## src/fft_capture_pkg.sv

```systemverilog
// shared sizes and types for the frame capture unit
// sample and write request structs, buffer state and phase enums
// signed bit-width rule used for block floating-point tracking

package fft_capture_pkg;

   //////////////////////////////////////////////////////////////////////
   // sizes
   //////////////////////////////////////////////////////////////////////
   localparam int FRAME_LEN  = 16;
   localparam int FRAME_BITS = 4;
   localparam int SAMPLE_DW  = 16;
   localparam int BW_DW      = 5;

   //////////////////////////////////////////////////////////////////////
   // types
   //////////////////////////////////////////////////////////////////////
   // imag sits in the upper half
   typedef struct packed {
      logic signed [SAMPLE_DW-1:0] im;
      logic signed [SAMPLE_DW-1:0] re;
   } sample_t;

   // one write into the bank being filled
   typedef struct packed {
      logic                  act;
      logic [FRAME_BITS-1:0] addr;
      sample_t               data;
   } wr_req_t;

   typedef enum logic [1:0] {
      IBUF_IDLE   = 2'h0,
      IBUF_STREAM = 2'h1,
      IBUF_FULL   = 2'h2
   } ibuf_state_t;

   typedef enum logic [1:0] {
      PHASE_0,
      PHASE_1,
      PHASE_2
   } phase_t;

   // bits needed for a signed value, never less than 1
   function automatic logic [BW_DW-1:0] sample_bw(input logic signed [SAMPLE_DW-1:0] v);
      logic [BW_DW-1:0] bw;
      bw = 1;
      for (int i = 0; i < SAMPLE_DW - 1; i++) begin
         if (v[i] != v[SAMPLE_DW-1]) begin
            bw = BW_DW'(i + 2);
         end
      end
      return bw;
   endfunction

endpackage

```

## src/stream_capture.sv

```systemverilog
// input-buffer FSM for the sample stream
// accepted-sample counter with bit-reversed write address

`timescale 1ns/1ps

module stream_capture (
   input  logic                         clk,
   input  logic                         rst,
   input  logic                         run,
   input  logic                         in_valid,
   input  fft_capture_pkg::sample_t     in_sample,
   output fft_capture_pkg::ibuf_state_t buf_status,
   output fft_capture_pkg::wr_req_t     wr_req
);

   logic [fft_capture_pkg::FRAME_BITS-1:0] count;
   logic                                   accept;
   logic                                   last_sample;
   fft_capture_pkg::ibuf_state_t           state_n;

   // samples only land while streaming, dropped when full
   assign accept      = in_valid && (buf_status == fft_capture_pkg::IBUF_STREAM);
   assign last_sample = (int'(count) == fft_capture_pkg::FRAME_LEN - 1);

   assign wr_req.act  = accept;
   assign wr_req.addr = {<<{count}};
   assign wr_req.data = in_sample;

   //////////////////////////////////////////////////////////////////////
   // state machine
   //////////////////////////////////////////////////////////////////////
   always_comb begin
      case (buf_status)
         fft_capture_pkg::IBUF_IDLE: begin
            state_n = fft_capture_pkg::IBUF_STREAM;
         end
         fft_capture_pkg::IBUF_STREAM: begin
            if (accept && last_sample) begin
               state_n = fft_capture_pkg::IBUF_FULL;
            end else begin
               state_n = fft_capture_pkg::IBUF_STREAM;
            end
         end
         fft_capture_pkg::IBUF_FULL: begin
            if (run) begin
               state_n = fft_capture_pkg::IBUF_STREAM;
            end else begin
               state_n = fft_capture_pkg::IBUF_FULL;
            end
         end
         default: begin
            state_n = fft_capture_pkg::IBUF_IDLE;
         end
      endcase
   end

   // count wraps to zero on the sixteenth sample
   always_ff @(posedge clk) begin
      if (rst) begin
         buf_status <= fft_capture_pkg::IBUF_IDLE;
         count      <= '0;
      end else begin
         buf_status <= state_n;
         if (run) begin
            count <= '0;
         end else if (accept) begin
            count <= count + 1'b1;
         end
      end
   end

endmodule

```

## src/bit_width_tracker.sv

```systemverilog
// per-sample bit width of the incoming stream
// running frame maximum and two-stage alignment to the DMA bank

`timescale 1ns/1ps

module bit_width_tracker (
   input  logic                                clk,
   input  logic                                rst,
   input  logic                                run,
   input  fft_capture_pkg::wr_req_t            wr_req,
   output logic [fft_capture_pkg::BW_DW-1:0]   frame_bw
);

   logic [fft_capture_pkg::BW_DW-1:0] re_bw;
   logic [fft_capture_pkg::BW_DW-1:0] im_bw;
   logic [fft_capture_pkg::BW_DW-1:0] sample_max;
   logic [fft_capture_pkg::BW_DW-1:0] run_max;
   logic [fft_capture_pkg::BW_DW-1:0] mid_bw;

   assign re_bw = fft_capture_pkg::sample_bw(wr_req.data.re);
   assign im_bw = fft_capture_pkg::sample_bw(wr_req.data.im);

   // wider of the two parts
   always_comb begin
      if (re_bw > im_bw) begin
         sample_max = re_bw;
      end else begin
         sample_max = im_bw;
      end
   end

   //////////////////////////////////////////////////////////////////////
   // frame maximum and width pipe
   //////////////////////////////////////////////////////////////////////
   // mid_bw follows the bank in its processing slot,
   // frame_bw the bank open for DMA
   always_ff @(posedge clk) begin
      if (rst) begin
         run_max  <= '0;
         mid_bw   <= '0;
         frame_bw <= '0;
      end else if (run) begin
         run_max  <= '0;
         mid_bw   <= run_max;
         frame_bw <= mid_bw;
      end else if (wr_req.act && (sample_max > run_max)) begin
         run_max <= sample_max;
      end
   end

endmodule

```

## src/tri_bank_store.sv

```systemverilog
// three-phase bank rotation on run
// three capture banks split into even and odd halves
// write routing by phase and address LSB, registered DMA read

`timescale 1ns/1ps

module tri_bank_store (
   input  logic                                   clk,
   input  logic                                   rst,
   input  logic                                   run,
   input  fft_capture_pkg::wr_req_t               wr_req,
   input  logic                                   dma_act,
   input  logic [fft_capture_pkg::FRAME_BITS-1:0] dma_addr,
   output fft_capture_pkg::sample_t               dma_data
);

   localparam int HALF_BITS = fft_capture_pkg::FRAME_BITS - 1;

   fft_capture_pkg::phase_t   phase;
   fft_capture_pkg::phase_t   next_phase;

   // banks indexed by phase, halves by address LSB
   fft_capture_pkg::sample_t  mem_even [3][fft_capture_pkg::FRAME_LEN/2];
   fft_capture_pkg::sample_t  mem_odd  [3][fft_capture_pkg::FRAME_LEN/2];

   fft_capture_pkg::sample_t  even_q;
   fft_capture_pkg::sample_t  odd_q;
   logic                      lsb_q;

   //////////////////////////////////////////////////////////////////////
   // rotation
   //////////////////////////////////////////////////////////////////////
   // phase plus one modulo 3, also the bank open for DMA
   always_comb begin
      case (phase)
         fft_capture_pkg::PHASE_0: begin
            next_phase = fft_capture_pkg::PHASE_1;
         end
         fft_capture_pkg::PHASE_1: begin
            next_phase = fft_capture_pkg::PHASE_2;
         end
         default: begin
            next_phase = fft_capture_pkg::PHASE_0;
         end
      endcase
   end

   always_ff @(posedge clk) begin
      if (rst) begin
         phase <= fft_capture_pkg::PHASE_0;
      end else if (run) begin
         phase <= next_phase;
      end
   end

   //////////////////////////////////////////////////////////////////////
   // write side
   //////////////////////////////////////////////////////////////////////
   always_ff @(posedge clk) begin
      if (wr_req.act) begin
         if (wr_req.addr[0]) begin
            mem_odd[phase][wr_req.addr[HALF_BITS:1]] <= wr_req.data;
         end else begin
            mem_even[phase][wr_req.addr[HALF_BITS:1]] <= wr_req.data;
         end
      end
   end

   //////////////////////////////////////////////////////////////////////
   // DMA read
   //////////////////////////////////////////////////////////////////////
   // both halves fetched, held until the next dma_act
   always_ff @(posedge clk) begin
      if (rst) begin
         even_q <= '0;
         odd_q  <= '0;
         lsb_q  <= 1'b0;
      end else if (dma_act) begin
         even_q <= mem_even[next_phase][dma_addr[HALF_BITS:1]];
         odd_q  <= mem_odd[next_phase][dma_addr[HALF_BITS:1]];
         lsb_q  <= dma_addr[0];
      end
   end

   assign dma_data = lsb_q ? odd_q : even_q;

endmodule

```

## src/fft_capture_top.sv

```systemverilog
// top level of the triple-buffered frame capture unit
// stream capture, frame width tracking and bank storage

`timescale 1ns/1ps

module fft_capture_top (
   input  logic                                   clk,
   input  logic                                   rst,
   input  logic                                   run,
   input  logic                                   in_valid,
   input  fft_capture_pkg::sample_t               in_sample,
   input  logic                                   dma_act,
   input  logic [fft_capture_pkg::FRAME_BITS-1:0] dma_addr,
   output fft_capture_pkg::ibuf_state_t           buf_status,
   output logic [fft_capture_pkg::BW_DW-1:0]      frame_bw,
   output fft_capture_pkg::sample_t               dma_data
);

   fft_capture_pkg::wr_req_t wr_req;

   stream_capture u_capture (
      .clk        (clk),
      .rst        (rst),
      .run        (run),
      .in_valid   (in_valid),
      .in_sample  (in_sample),
      .buf_status (buf_status),
      .wr_req     (wr_req)
   );

   bit_width_tracker u_width (
      .clk      (clk),
      .rst      (rst),
      .run      (run),
      .wr_req   (wr_req),
      .frame_bw (frame_bw)
   );

   tri_bank_store u_store (
      .clk      (clk),
      .rst      (rst),
      .run      (run),
      .wr_req   (wr_req),
      .dma_act  (dma_act),
      .dma_addr (dma_addr),
      .dma_data (dma_data)
   );

endmodule

```

## config.mk

```make
export PLATFORM = sky130hd
export DESIGN_NAME = fft_capture_top
export DESIGN_NICKNAME = d
export VERILOG_FILES = /design/src/fft_capture_pkg.sv /design/src/stream_capture.sv /design/src/bit_width_tracker.sv /design/src/tri_bank_store.sv /design/src/fft_capture_top.sv
export SDC_FILE = /design/constraint.sdc
export NUM_CORES = 2
export LEC_CHECK = 0
export ABC_AREA = 1
export BUFFER_PORTS_ARGS = -buffer_cell sky130_fd_sc_hd__buf_4
export CORE_ASPECT_RATIO = 1.75
export CORE_MARGIN = 2
export CORE_UTILIZATION = 50
export DETAILED_ROUTE_END_ITERATION = 8
export GPL_TIMING_DRIVEN = 0
export PLACE_DENSITY_LB_ADDON = 0.08
export SLEW_MARGIN = 20
export SYNTH_ARGS = -nofsm -noshare
export SYNTH_HDL_FRONTEND = slang
export SYNTH_HIERARCHICAL = 1
export SYNTH_SLANG_ARGS = --single-unit
```

## constraint.sdc

```tcl
create_clock -name clk -period 11.6 [get_ports clk]
set_input_delay 3.48 -clock clk [delete_from_list [all_inputs] [get_ports clk]]
set_output_delay 3.48 -clock clk [all_outputs]
set_load 0.01 [all_outputs]
```

==> reports/qor.yml <==
sta:
  min_period_ns: 6.918
  period_share_pct: 59.64
  finalClockSkew_ns: 0.02012
  fmax_mhz: 144.6
  setup_viol: 0
  slew_violations: 0
  hold_viol_final: 0
  holdWs_ns: 0.4944
  rsz0062_at_grt: "false"
  worst_pin_slew_ns: 1.251
  slew_headroom_pct: 16.60
  final.setup.tns_ns: 0
setup_path:
  cp_max_fo: 49
  crit_type: "primary input to flip-flop"
  required_ns: 12.34
  endpoint_kind: "flip-flop"
  reg2reg_slack_ns: 7.75
  worstSetupStartpointType: "primary input"
  crit_arrival_ns: 7.66
clock_tree:
  clkSinkCount: 1624
  cts-resized-gates: 0
  numCtsBuffers: 146
  cts_hold_buf: 0
  postCtsSetupBuffers: 0
  clockBufferDepth: 3
  cts.reportedPaths.clkPinSlew_ns: 0.06
  cts_tree: "yes"
  h-tree-depth: 4
  clkLatencyLatePin_ns: 0.80
  cts-root-buf: "clkbuf_16"
grt:
  grt_max_degree: 51
  antenna_found_initial: 20
  grt_pass1_vias: 43040
  grt.total_usage_pct: 35.09
  grt_overflow: 0
  grt_pass1_wl_um: 317800
pwr:
  leakagePower_nw: 25.03
  irDropWorstVdd_mv: 0.1192
  powerDensity_mw_per_mm2: 168.5
  power_mw: 12.40
logic_synthesis:
  synthCells: 4985
  synth_top_area_share_pct: 71.94
  ys_seq_area_share_pct: 74.69
  yosysWarningCount: 6
  synth_area_leaders: "edfxtp_1 (72%), nand3_1 (10%), a21oi_1 (4.7%)"
  synth_nets: 5037
  syn_area_mm2: 0.06411
  syn_area_per_cell_um2: 12.86
  synth-seq-cells: 1624
  yosysTopAreaCell: "edfxtp_1"
  synth_edf_count: 1536
  ys_types: 38
  synthArstFlopShare_pct: 0
  synth_ff_type: "edfxtp_1"
floorplan:
  die_h_um: 477.7
  dieArea_mm2: 0.1312
  ios: 80
  rows: 173
  die_w_um: 274.7
  fp.coreArea_mm2: 0.1271
  initial_core_util_pct: 50.46
hold_path:
  hp-class: "flip-flop to flip-flop"
run_status:
  outcome: "finished clean"
detailed_routing:
  drt-initial-drc-count: 5954
  drc: 0
  viasPerCell: 6.290
  drt-pass1-iter-count: 8
  ant_nets: 0
  wl_per_cell_um: 32.55
  drt-total-wl_um: 229700
  vias: 44392
place:
  dp_hpwl_um: 157200
  gp_congestion: 0.9429
  port_buffers: 45
cells_and_area:
  final_common_cell: "edfxtp_1"
  layout_common_cells: "edfxtp_1 (1536), nand3_1 (1289), nand2_1 (784), a21oi_1 (596), buf_2 (185)"
  area_delta_synth_final_pct: 14.72
  nets: 5315
  drive_gt1_share_pct: 12.86
flow_run:
  drv_cap: 0
## worst paths after layout
path                                   from                                 to  cells after the start
min reg2reg  u_width/mid_bw[1]$_SDFFE_PP0P_   u_width/frame_bw[1]$_SDFFE_PP0P_                      2
max                           in_sample[31]    u_width/run_max[1]$_SDFFE_PP0P_                     25
max reg2reg   u_store/phase[1]$_SDFFE_PP0P_  u_store/mem_odd[2][206]$_DFFE_PP_                      8
min          u_width/mid_bw[1]$_SDFFE_PP0P_   u_width/frame_bw[1]$_SDFFE_PP0P_                      2
## per-stage QoR
stage | worst slack, ns | utilization [%] | instance area (µm²) | std cells
after floorplan | 4.740 | - | 64110 | 4985
after global placement | 3.005 | 52.36 | 66530 | 6692
after detailed placement | 3.955 | 54.25 | 68920 | 6777
after CTS | 4.767 | 57.85 | 73510 | 7042
after global routing | 4.250 | 57.86 | 73520 | 7045
final | 4.682 | 57.89 | 73550 | 7057
## area by class of cell
| type | instances | area [µm²] |
|---|---|---|
| fill | 10151 | 53510 |
| sequential | 1624 | 47890 |
| multi-input combinational | 2941 | 14500 |
| clock buffer | 194 | 3970 |
| timing repair buffer | 130 | 2367 |
| tap | 1662 | 2079 |
| buffer | 379 | 1943 |
| clock inverter | 71 | 613.1 |
| inverter | 41 | 153.9 |
| antenna | 15 | 37.54 |
## sequential cells by signal (all words and copies together) (netlist names), 2 cells and up
register and flops:
u_capture/buf_status 2, u_capture/count 4, u_store/even_q 32, u_store/mem_even 768, u_store/mem_odd 768, u_store/odd_q 32
u_store/phase 2, u_width/frame_bw 5, u_width/mid_bw 5, u_width/run_max 5
## cell families (layout without fill, tap and decap cells)
| group | Yosys count | after routing | share of synthesized area, % |
|---|---|---|---|
| simple gates | 2180 | 2180 | 15.42 |
| flops | 1624 | 1624 | 74.69 |
| compound gates | 692 | 692 | 5.464 |
| buf+inv | 420 | 815 | 3.257 |
| mux | 32 | 32 | 0.5621 |
| xor+xnor | 26 | 26 | 0.3903 |
| fa+ha+maj | 11 | 11 | 0.2147 |
| other cells | 0 | 15 | 0 |
## synthesized netlist by cell type (2+ instances only)
library cell / n
nand2_1: 784
a21oi_1: 596
buf_1: 34
buf_4: 60
clkinv_1: 3
inv_1: 31
buf_6: 3
ha_1: 11
o21bai_1: 3
dfxtp_1: 88
buf_2: 185
o21ai_1: 2
buf_12: 2
inv_2: 7
o21ai_0: 82
mux2_2: 32
xnor2_1: 22
nand2_2: 2
xnor2_2: 3
edfxtp_1: 1536
nor3_1: 3
nand4_1: 13
clkbuf_1: 95
and2_1: 3
nor2_1: 79
nor2_2: 3
o21ai_2: 4
nand3_1: 1289
## where the power goes
group	internal (mW)	switching, mW	leakage (nW)
clock network	2.60	2.15	2.25
registers	6.44	0.0201	14.5
logic	0.284	0.901	8.24
total	9.33	3.07	25.0
## metal layers
metal	GRT usage [%]	routed length, µm	vias to the layer above
met2	58.76	113700	2582
met4	23.83	18120	2
met1	41.44	77970	22197
met3	5.530	19900	650
met5	0	13	-
li1	-	-	18961
## worst max-delay path: stages
cell,delay (ns)
buf_4,0.49
buf_6,0.23
buf_12,0.15
xnor2_1,0.14
nand2_1,0.10
nor2_1,0.15
nand2_1,0.07
nand2_1,0.06
nand2_1,0.09
ha_1,0.34
nand3_1,0.09
o2111ai_1,0.32
nand2_1,0.12
inv_1,0.22
o21ai_1,0.14
ha_1,0.29
nand2_1,0.06
nor2_1,0.14
inv_1,0.06
o221a_2,0.23
nor2_1,0.16
inv_1,0.17
a21oi_1,0.18
o21ai_2,0.07
inv_1,0.05
(Power assumes the default switching activity.)
